===== src/hdl/uart_rx_pkg.sv =====
package uart_rx_pkg;

    // Frame layout is start, eight data bits LSB first, parity and stop
    localparam int FRAME_BITS = 11;
    localparam int DATA_BITS = 8;

    // Baud clock runs at sixteen times the bit rate
    localparam int OVERSAMPLE = 16;
    // Cycles from the start edge to the middle of the start bit
    localparam int HALF_BIT = 8;

    // Counter widths inside the receiver FSM
    localparam int OS_WIDTH = $clog2(OVERSAMPLE);
    localparam int BIT_WIDTH = $clog2(FRAME_BITS);

    // Width of each statistics counter
    localparam int STAT_WIDTH = 8;

    // Receiver FSM states
    typedef enum logic [1:0] {
        IDLE,
        CENTER,
        FRAME,
        HOLD
    } rx_state_t;

    // Parity selection for the frame checker
    typedef enum logic {
        PARITY_EVEN,
        PARITY_ODD
    } parity_mode_t;

endpackage


===== src/hdl/deframe.sv =====
`timescale 1ns/1ns

module deframe
    import uart_rx_pkg::*;
(
    input  logic                  baud_clk,
    input  logic                  reset_n,
    input  logic                  recieved_flag,
    input  logic [FRAME_BITS-1:0] data_parll,
    input  logic                  parity_error,
    output logic                  data_valid,
    output logic [DATA_BITS-1:0]  rx_data,
    output logic                  parity_err_flag,
    output logic                  frame_err_flag
);

    // Delayed copy for edge detection
    logic recieved_d;
    // First cycle of a new frame handoff
    logic frame_rise;

    assign frame_rise = recieved_flag & ~recieved_d;

    always_ff @(posedge baud_clk or negedge reset_n)
    begin
        if (!reset_n)
        begin
            recieved_d      <= 1'b0;
            data_valid      <= 1'b0;
            parity_err_flag <= 1'b0;
            frame_err_flag  <= 1'b0;
        end
        else
        begin
            recieved_d <= recieved_flag;
            data_valid <= frame_rise;
            if (frame_rise)
            begin
                parity_err_flag <= parity_error;
                // Start must read low and stop must read high
                frame_err_flag  <= data_parll[0] | ~data_parll[FRAME_BITS-1];
            end
        end
    end

    // Data byte latched with the flags and held until the next frame
    always_ff @(posedge baud_clk)
    begin
        if (frame_rise)
        begin
            rx_data <= data_parll[DATA_BITS:1];
        end
    end

    // One pulse per frame
    a_valid_single: assert property (
        @(posedge baud_clk) disable iff (!reset_n)
        data_valid |=> !data_valid
    );

endmodule


===== src/hdl/parity_check.sv =====
`timescale 1ns/1ns

module parity_check
    import uart_rx_pkg::*;
(
    // Frame as captured by the shift register
    input  logic [FRAME_BITS-1:0] data_parll,
    input  parity_mode_t          parity_mode,
    output logic                  parity_error
);

    // XOR of the data bits and the parity bit
    logic parity_sum;

    // Data sits in bits 1..8, parity in bit 9
    assign parity_sum = ^data_parll[DATA_BITS+1:1];

    always_comb
    begin
        case (parity_mode)
            // Even parity expects an even count of ones
            PARITY_EVEN:
            begin
                parity_error = parity_sum;
            end
            // Odd parity expects an odd count of ones
            PARITY_ODD:
            begin
                parity_error = ~parity_sum;
            end
            default:
            begin
                parity_error = 1'b1;
            end
        endcase
    end

endmodule


===== src/hdl/rx_error_stats.sv =====
`timescale 1ns/1ns

module rx_error_stats
    import uart_rx_pkg::*;
(
    input  logic                  baud_clk,
    input  logic                  reset_n,
    input  logic                  data_valid,
    input  logic                  parity_err_flag,
    input  logic                  frame_err_flag,
    output logic [STAT_WIDTH-1:0] frame_count,
    output logic [STAT_WIDTH-1:0] parity_err_count,
    output logic [STAT_WIDTH-1:0] frame_err_count
);

    // Increment that sticks at all ones
    function automatic logic [STAT_WIDTH-1:0] sat_inc(input logic [STAT_WIDTH-1:0] count);
        if (&count)
        begin
            return count;
        end
        return count + 1'b1;
    endfunction

    always_ff @(posedge baud_clk or negedge reset_n)
    begin
        if (!reset_n)
        begin
            frame_count      <= '0;
            parity_err_count <= '0;
            frame_err_count  <= '0;
        end
        else if (data_valid)
        begin
            frame_count <= sat_inc(frame_count);
            if (parity_err_flag)
            begin
                parity_err_count <= sat_inc(parity_err_count);
            end
            if (frame_err_flag)
            begin
                frame_err_count <= sat_inc(frame_err_count);
            end
        end
    end

    // A full counter stays full until reset
    property p_no_wrap(logic [STAT_WIDTH-1:0] count);
        @(posedge baud_clk) disable iff (!reset_n)
        (&count) |=> (&count);
    endproperty

    a_frame_sat:  assert property (p_no_wrap(frame_count));
    a_parity_sat: assert property (p_no_wrap(parity_err_count));
    a_ferr_sat:   assert property (p_no_wrap(frame_err_count));

endmodule


===== src/hdl/sipo.sv =====
`timescale 1ns/1ns

module sipo
    import uart_rx_pkg::*;
(
    input  logic                  baud_clk,
    input  logic                  reset_n,
    // Serial line idles high
    input  logic                  data_tx,
    output logic                  active_flag,
    output logic                  recieved_flag,
    // Captured frame with the start bit in bit 0
    output logic [FRAME_BITS-1:0] data_parll
);

    rx_state_t state;

    // Oversample counter inside one bit period
    logic [OS_WIDTH-1:0] os_count;
    // Index of the last captured bit
    logic [BIT_WIDTH-1:0] bit_count;

    always_ff @(posedge baud_clk or negedge reset_n)
    begin
        if (!reset_n)
        begin
            state         <= IDLE;
            os_count      <= '0;
            bit_count     <= '0;
            active_flag   <= 1'b0;
            recieved_flag <= 1'b0;
            data_parll    <= '1;
        end
        else
        begin
            case (state)
                // Wait for the falling edge of the start bit
                IDLE:
                begin
                    data_parll    <= '1;
                    os_count      <= '0;
                    bit_count     <= '0;
                    recieved_flag <= 1'b0;
                    if (!data_tx)
                    begin
                        state       <= CENTER;
                        active_flag <= 1'b1;
                    end
                    else
                    begin
                        active_flag <= 1'b0;
                    end
                end

                // Move the sample point to the middle of the start bit
                CENTER:
                begin
                    if (os_count == OS_WIDTH'(HALF_BIT - 1))
                    begin
                        data_parll[0] <= data_tx;
                        os_count      <= '0;
                        state         <= FRAME;
                    end
                    else
                    begin
                        os_count <= os_count + 1'b1;
                    end
                end

                // One sample per bit period for the remaining ten bits
                FRAME:
                begin
                    if (bit_count == BIT_WIDTH'(FRAME_BITS - 1))
                    begin
                        // Stop bit already captured
                        bit_count     <= '0;
                        recieved_flag <= 1'b1;
                        state         <= HOLD;
                    end
                    else if (os_count == OS_WIDTH'(OVERSAMPLE - 1))
                    begin
                        data_parll[bit_count + 1'b1] <= data_tx;
                        bit_count                    <= bit_count + 1'b1;
                        os_count                     <= '0;
                    end
                    else
                    begin
                        os_count <= os_count + 1'b1;
                    end
                end

                // Keep the frame on the outputs for one bit period
                HOLD:
                begin
                    if (os_count == OS_WIDTH'(OVERSAMPLE - 1))
                    begin
                        os_count      <= '0;
                        recieved_flag <= 1'b0;
                        active_flag   <= 1'b0;
                        state         <= IDLE;
                    end
                    else
                    begin
                        os_count <= os_count + 1'b1;
                    end
                end

                default:
                begin
                    state <= IDLE;
                end
            endcase
        end
    end

    // Frame handoff only happens inside an active reception
    a_recv_in_active: assert property (
        @(posedge baud_clk) disable iff (!reset_n)
        recieved_flag |-> active_flag
    );

    // State register holds a legal encoding
    a_state_legal: assert property (
        @(posedge baud_clk) disable iff (!reset_n)
        state inside {IDLE, CENTER, FRAME, HOLD}
    );

endmodule


===== src/hdl/uart_rx.sv =====
`timescale 1ns/1ns

module uart_rx
    import uart_rx_pkg::*;
(
    input  logic                  baud_clk,
    input  logic                  reset_n,
    input  logic                  data_tx,
    input  parity_mode_t          parity_mode,
    output logic                  active_flag,
    output logic                  data_valid,
    output logic [DATA_BITS-1:0]  rx_data,
    output logic                  parity_err_flag,
    output logic                  frame_err_flag,
    output logic [STAT_WIDTH-1:0] frame_count,
    output logic [STAT_WIDTH-1:0] parity_err_count,
    output logic [STAT_WIDTH-1:0] frame_err_count
);

    // Handoff from the shift register to the datapath
    logic                  recieved_flag;
    logic [FRAME_BITS-1:0] data_parll;
    logic                  parity_error;

    // Serial capture FSM
    sipo u_sipo (
        .baud_clk      (baud_clk),
        .reset_n       (reset_n),
        .data_tx       (data_tx),
        .active_flag   (active_flag),
        .recieved_flag (recieved_flag),
        .data_parll    (data_parll)
    );

    // Combinational parity check on the held frame
    parity_check u_parity_check (
        .data_parll   (data_parll),
        .parity_mode  (parity_mode),
        .parity_error (parity_error)
    );

    // Start/stop check and byte output
    deframe u_deframe (
        .baud_clk        (baud_clk),
        .reset_n         (reset_n),
        .recieved_flag   (recieved_flag),
        .data_parll      (data_parll),
        .parity_error    (parity_error),
        .data_valid      (data_valid),
        .rx_data         (rx_data),
        .parity_err_flag (parity_err_flag),
        .frame_err_flag  (frame_err_flag)
    );

    // Frame and error statistics
    rx_error_stats u_rx_error_stats (
        .baud_clk         (baud_clk),
        .reset_n          (reset_n),
        .data_valid       (data_valid),
        .parity_err_flag  (parity_err_flag),
        .frame_err_flag   (frame_err_flag),
        .frame_count      (frame_count),
        .parity_err_count (parity_err_count),
        .frame_err_count  (frame_err_count)
    );

endmodule


===== config.mk =====
export PLATFORM = sky130hd
export DESIGN_NAME = uart_rx
export DESIGN_NICKNAME = d
export VERILOG_FILES = /design/src/hdl/uart_rx_pkg.sv /design/src/hdl/deframe.sv /design/src/hdl/parity_check.sv /design/src/hdl/rx_error_stats.sv /design/src/hdl/sipo.sv /design/src/hdl/uart_rx.sv
export SDC_FILE = /design/constraint.sdc
export NUM_CORES = 1
export LEC_CHECK = 0
export CELL_PAD_IN_SITES_DETAIL_PLACEMENT = 1
export CELL_PAD_IN_SITES_GLOBAL_PLACEMENT = 1
export CORE_MARGIN = 1
export CORE_UTILIZATION = 30
export DETAILED_ROUTE_END_ITERATION = 12
export DONT_BUFFER_PORTS = 1
export GPL_ROUTABILITY_DRIVEN = 0
export GPL_TIMING_DRIVEN = 1
export PLACE_DENSITY = 0.53
export REMOVE_ABC_BUFFERS = 1
export SYNTH_ARGS = -nofsm -noshare
export SYNTH_HDL_FRONTEND = slang
export SYNTH_SLANG_ARGS = --single-unit

===== constraint.sdc =====
create_clock -name baud_clk -period 1.95 [get_ports baud_clk]
set_input_delay 0.585 -clock baud_clk [delete_from_list [all_inputs] [get_ports baud_clk]]
set_output_delay 0.585 -clock baud_clk [all_outputs]
set_load 0.01 [all_outputs]

* Word-level counts from Yosys, hierarchy flattened
Cells that the tools add are included.
** Word-level totals
- Register bits after elaboration :: 59
- Bits in latches :: 0
- RAM bits :: 0
- ROM bits :: 0
- Bits of input ports :: 4
- Output and inout bits :: 36
- Logic and storage cells :: 100
- Memories :: 0
** Operators by class
- Add/sub/neg operators :: 5
- $mul :: 0
- Divide/modulo/power cells :: 0
- Order comparisons :: 2
- Equality and inequality tests :: 16
- Shift operators :: 0
- Muxes and demuxes :: 37
- Bitwise logic cells :: 6
- Reduce and logical (&&, ||, !) cells :: 19
** Operators by type and width (number)
- $add A8 B1 Y8 const B :: 3
- $mux W8 :: 3
- $reduce_and A8 Y1 :: 3
- $mux W11 :: 2
- $mux W4 :: 5
- $pmux W10 S2 :: 1
- $pmux W4 S4 :: 1
- $mux W1 :: 13
- $reduce_and A3 Y1 :: 4
- $bwmux W11 :: 1
- $ne A2 B2 Y1 const B :: 5
- $reduce_xor A9 Y1 :: 1
- $add A4 B1 Y4 const B :: 2
- $eq A4 B4 Y1 const B :: 2
- $mux W2 :: 4
- $ne A2 B1 Y1 const B :: 4
- $pmux W2 S4 :: 1
- $pmux W4 S2 :: 1
- $reduce_and A4 Y1 :: 2
- $pmux W1 S3 :: 2
- $reduce_and A2 Y1 :: 3
- $reduce_bool A3 Y1 :: 2
- $lt A4 B5 Y1 const B :: 1
- $demux W1 S4 :: 1
- 12 further kinds :: 18

* Logic depth before layout (Yosys ltp)
- Depth after elaboration :: 9
- Depth in mapped cells :: 8
- Depth with buffers taken out :: 7

* Modules after synthesis
Synthesis repeated with hierarchy kept, for this count alone.
** Unflattened totals
- Cell total of the unflattened synthesis :: 308
- Area total of the unflattened synthesis :: 3368.2 um2
** By module, submodules not included
- sipo :: times used 1, cells each 172, area each 1659.1 um2, seq. area each 589.3 um2
- rx_error_stats :: times used 1, cells each 112, area each 1227.4 um2, seq. area each 600.6 um2
- deframe :: times used 1, cells each 16, area each 390.4 um2, seq. area each 340.3 um2
- parity_check :: times used 1, cells each 8, area each 91.3 um2, seq. area each 0.0 um2

* Worst setup path after synthesis
OpenSTA, ideal clock, no wires.
- Path kind :: register to register
- From :: reg u_sipo.bit_count[0]
- To :: reg u_sipo.data_parll[6]
- Setup time :: 0.093 ns
- Arrival time :: 1.690 ns
- Required time :: 1.857 ns
- Path slack :: 0.167 ns
- Stages on the path, launching flop included :: 8
- Path buffers :: 0
- Period minus slack after synthesis :: 1.783 ns
- Cell sequence :: dfrtp_1 > inv_1 > ha_1 > and3b_1 > o31ai_4 > nand2_2 > o31ai_1 > a21oi_1
** Between the ends
- Longest elaborated chain between the ends :: 9
- Elaborated cells on any way between the ends :: 13
- Those cells by class :: 1 x add/sub; 2 x order compare; 2 x eq/ne; 6 x mux; 2 x reduce/logical
** RTL lines
- start, declared :: RTL line sipo.sv:21 : logic [BIT_WIDTH-1:0] bit_count;
- start signal, assigned :: RTL line sipo.sv:83 : bit_count <= bit_count + 1'b1;
- $add A4 B1 Y4 :: RTL line sipo.sv:82 : data_parll[bit_count + 1'b1] <= data_tx;
- $lt A4 B5 Y1 (not written as such) / $ge A4 B1 Y1 (equally long branches) :: RTL line sipo.sv:82
- $logic_and A1 B1 Y1 (not written as such) :: RTL line sipo.sv:82
- $mux W1 (not written as such) :: RTL line sipo.sv:82
- $demux W1 S4
- $bwmux W11 :: RTL line sipo.sv:82
- $mux W11 :: RTL line sipo.sv:80 : else if (os_count == OS_WIDTH'(OVERSAMPLE - 1))
- $mux W11 :: RTL line sipo.sv:73 : if (bit_count == BIT_WIDTH'(FRAME_BITS - 1))
- $pmux W10 S2 :: RTL line sipo.sv:36 : case (state)
- end signal, assigned by index :: RTL line sipo.sv:82
- end, declared :: RTL line sipo.sv:13 : output logic [FRAME_BITS-1:0] data_parll
Several ways; a longest one is shown, not always the timed one. The select of a mux whose other input is x is not followed.
A chain may end at the register's enable or synchronous reset.

* Worst setup path in the final report
- From :: reg u_sipo.os_count[0]
- To :: reg u_sipo.state[1]
** Between the ends
- Longest elaborated chain between the ends :: 3
- Elaborated cells on any way between the ends :: 5
- Those cells by class :: 4 x eq/ne; 1 x reduce/logical
** RTL lines
- start, declared :: RTL line sipo.sv:19 : logic [OS_WIDTH-1:0] os_count;
- start signal, assigned :: RTL line sipo.sv:66 : os_count <= os_count + 1'b1;
- start signal, assigned :: RTL line sipo.sv:88 : os_count <= os_count + 1'b1;
- start signal, assigned :: RTL line sipo.sv:104 : os_count <= os_count + 1'b1;
- $eq A4 B3 Y1 / $eq A4 B4 Y1 (equally long branches) :: RTL line sipo.sv:58, sipo.sv:95
- $ne A2 B1 Y1 (no source line)
- $reduce_and A4 Y1 (no source line) (*)
- end signal, assigned :: RTL line sipo.sv:46 : state <= CENTER;
- end signal, assigned :: RTL line sipo.sv:62 : state <= FRAME;
- end signal, assigned :: RTL line sipo.sv:78 : state <= HOLD;
- end, declared :: RTL line sipo.sv:16 : rx_state_t state;
Mark *: on every way between the ends. The rest lies on a longest branch, timed or not.

==> run metrics <==
Slew headroom=74.2%; synth unique cells=52; RSZ-0062 raised after global routing=false; Area growth syn-to-layout=15.1%; pre-CTS setup slack=113 ps; fin crit period=1820 ps; final WL=6950 um; Die Wd=103 um; FFs w/ async S/R, synth=86.4%; Setup Buffers After CTS=0; commonest non-fill, non-tap cell in the layout=dfrtp_1; Setup crit end kind=flip-flop; # rows=36; htree depth=3; Worst-path clk slew=70 ps; Initial Util=31.0%; first-pass GRT wire length=11700 um; DP HPWL=4870 um; Worst EP required=2170 ps; vias per inst=4.87; worst setup slack after layout=129 ps; Hold Path Class=in -> async; Die H=103 um; Worst-Skew Late Latency=330 ps; Startpoint Class=flip-flop; met3 usage=4.07%; Tcrit/Tclk final=93.4%; Worst Path Max Fanout=5; met2 Use GR=23.6%; GR Overflow Total=0; most frequent cells in the layout=40 x dfrtp_1, 25 x nor2_1, 25 x nand2_1; I/O Buffers=0; outcome=finished clean; Fillers=1142; Final setup viols=0; drc violations=0; EDFF count, synth=8; met1 usage=17.9%; Die ar.=0.0106 sq mm; FF+latch count, synth=59; GRT busiest layer=met2; DR pass1 iterations=2; maximum vdd drop=0.375 mV; Worst-Margin Slew=386 ps; ant diodes=0; worst hold margin=77.6 ps; total number of vias=2187; Mapped Area=0.00305 sq mm; Final ANT Viol Nets=0; share of layout cells above drive strength 1=17.4%; class of the most critical setup path=reg -> reg; synthesized area per cell=10.5 sq um; CTS tree=done; register area share after synthesis=50.2%; setup TNS=0 ps; Syn. warnings=0; Ports=40; Synth Flop Type=dfrtp_1; nets=329; Setup Skew=6.36 ps; P per Cell Area=928 mW/mm^2; CORE AREA=0.00982 sq mm; max_cap viols=0; total clock buffers created by CTS=9; initial antenna violation count=0; post-DR wirelength/cell=15.5 um; largest net degree at the start of global routing=41; Critical Path AT=2040 ps; fmax=549 MHz; Pleak=1.61 nW; vias in the first global route=2341; clk sink count=59; Hold Violations, Final=0; max-slew violation count=0; Longest Clk Path Bufs=2; Synth Instances=290; GRT Total Usage=14.5%; Root Driver=clkbuf_8; Iter 0 DRT Violations=60
[stage by stage]
| step | utilization (%) | power (W) | instance area (sq um) | instances |
|---|---|---|---|---|
| after floorplan | - | 0.00199 | 3020 | 285 |
| after global placement | 33.5 | 0.00223 | 3290 | 432 |
| after detailed placement | 33.5 | 0.00225 | 3290 | 432 |
| after CTS | 35.6 | 0.00332 | 3500 | 449 |
| after global routing | 35.7 | 0.00346 | 3510 | 449 |
| final | 35.7 | 0.00326 | 3510 | 449 |
[critical path, cell delays in order, from the launching register on]
cell and delay (ps):
dfrtp_1 390, ha_1 280, nand2_1 90, o21ai_1 220, o211ai_1 160, a21oi_1 220, mux2_1 340
[metal layers]
layer / wire length, um / part of all wire, %
met1: 3160 / 45
met3: 382 / 5.5
met4: 92 / 1.3
met5: 0 / 0
met2: 3310 / 48
[synth_stat cells (all sizes together), types with 3 or more instances]
master / n / area, sq um
nand2b: 5 / 31.3
edfxtp: 8 / 240
nand3b: 4 / 30.0
nand2: 26 / 100
nand3: 12 / 72.6
clkbuf: 3 / 11.3
nor2b: 4 / 25.0
nor2: 25 / 93.8
o211ai: 3 / 32.5
o31ai: 3 / 36.3
nor3: 11 / 55.1
xor2: 15 / 131
dfrtp: 40 / 1000
a31oi: 4 / 25.0
dfstp: 11 / 289
a21oi: 17 / 88.8
o22ai: 4 / 25.0
ha: 14 / 175
mux2: 3 / 33.8
mux2i: 6 / 60.1
inv: 13 / 48.8
xnor2: 17 / 149
o21ai: 12 / 60.1
and3: 6 / 37.5
[final cells by class]
| type | count | area, sq um | share of cell area (%) |
|---|---|---|---|
| clock inverter | 6 | 40.0 | 1.14 |
| inverter | 13 | 48.8 | 1.39 |
| timing repair buffer | 15 | 133 | 3.78 |
| clock buffer | 10 | 138 | 3.92 |
| tap | 133 | 166 | 4.74 |
| multi-input combinational | 213 | 1450 | 41.4 |
| sequential | 59 | 1530 | 43.6 |
[repair_timing]
item | 4_1_cts | 5_1_grt
setup endpoints to repair | 0 | 5
hold buffers | 1 | 0
endpoints found under the hold margin | 40 | 0
gates resized for setup | 0 | 4
[logic make-up after synthesis]
group | after synthesis | share of synthesized area (%)
AO/OA/AOI/OAI | 57 | 12.7
XOR/XNOR | 32 | 9.20
adder cells (fa/ha/maj) | 14 | 5.75
buffers and inverters | 18 | 2.50
flip-flops | 59 | 50.2
multiplexers | 9 | 3.08
AND/OR/NAND/NOR | 101 | 16.5
[path summary, 6_finish.rpt]
kind | from | depth (start not counted) | slack (ps) | end
worst max-delay path | u_sipo.os_count[0] | 6 | 130 | u_sipo.state[1]
worst min-delay path | reset_n | 1 | 80 | u_rx_error_stats.parity_err_count[4]
worst max register to register | u_sipo.os_count[0] | 6 | 130 | u_sipo.state[1]
worst min register to register | u_sipo.recieved_flag | 0 | 480 | u_deframe.recieved_d
max in group asynchronous | reset_n | 1 | 1660 | u_rx_error_stats.frame_count[5]
min in group baud_clk | u_sipo.recieved_flag | 0 | 480 | u_deframe.recieved_d
[flip-flops by register name, summed over array words and instances, names as in the netlist, 2 cells and up]
signal and count:
u_sipo.os_count 4, u_rx_error_stats.parity_err_count 8, u_rx_error_stats.frame_count 8, u_deframe.rx_data 8, u_rx_error_stats.frame_err_count 8, u_sipo.bit_count 4, u_sipo.data_parll 11, u_sipo.state 2
[power breakdown]
| group | switching, W | total [W] | leakage, nW | internal (W) |
|---|---|---|---|---|
| clock network | 0.000522 | 0.00102 | 0.0886 | 0.000493 |
| logic | 0.000500 | 0.000826 | 0.767 | 0.000326 |
| registers | 0.0000784 | 0.00141 | 0.751 | 0.00134 |
| total | 0.00110 | 0.00326 | 1.61 | 0.00216 |
Power figures use the tool's default switching activity.
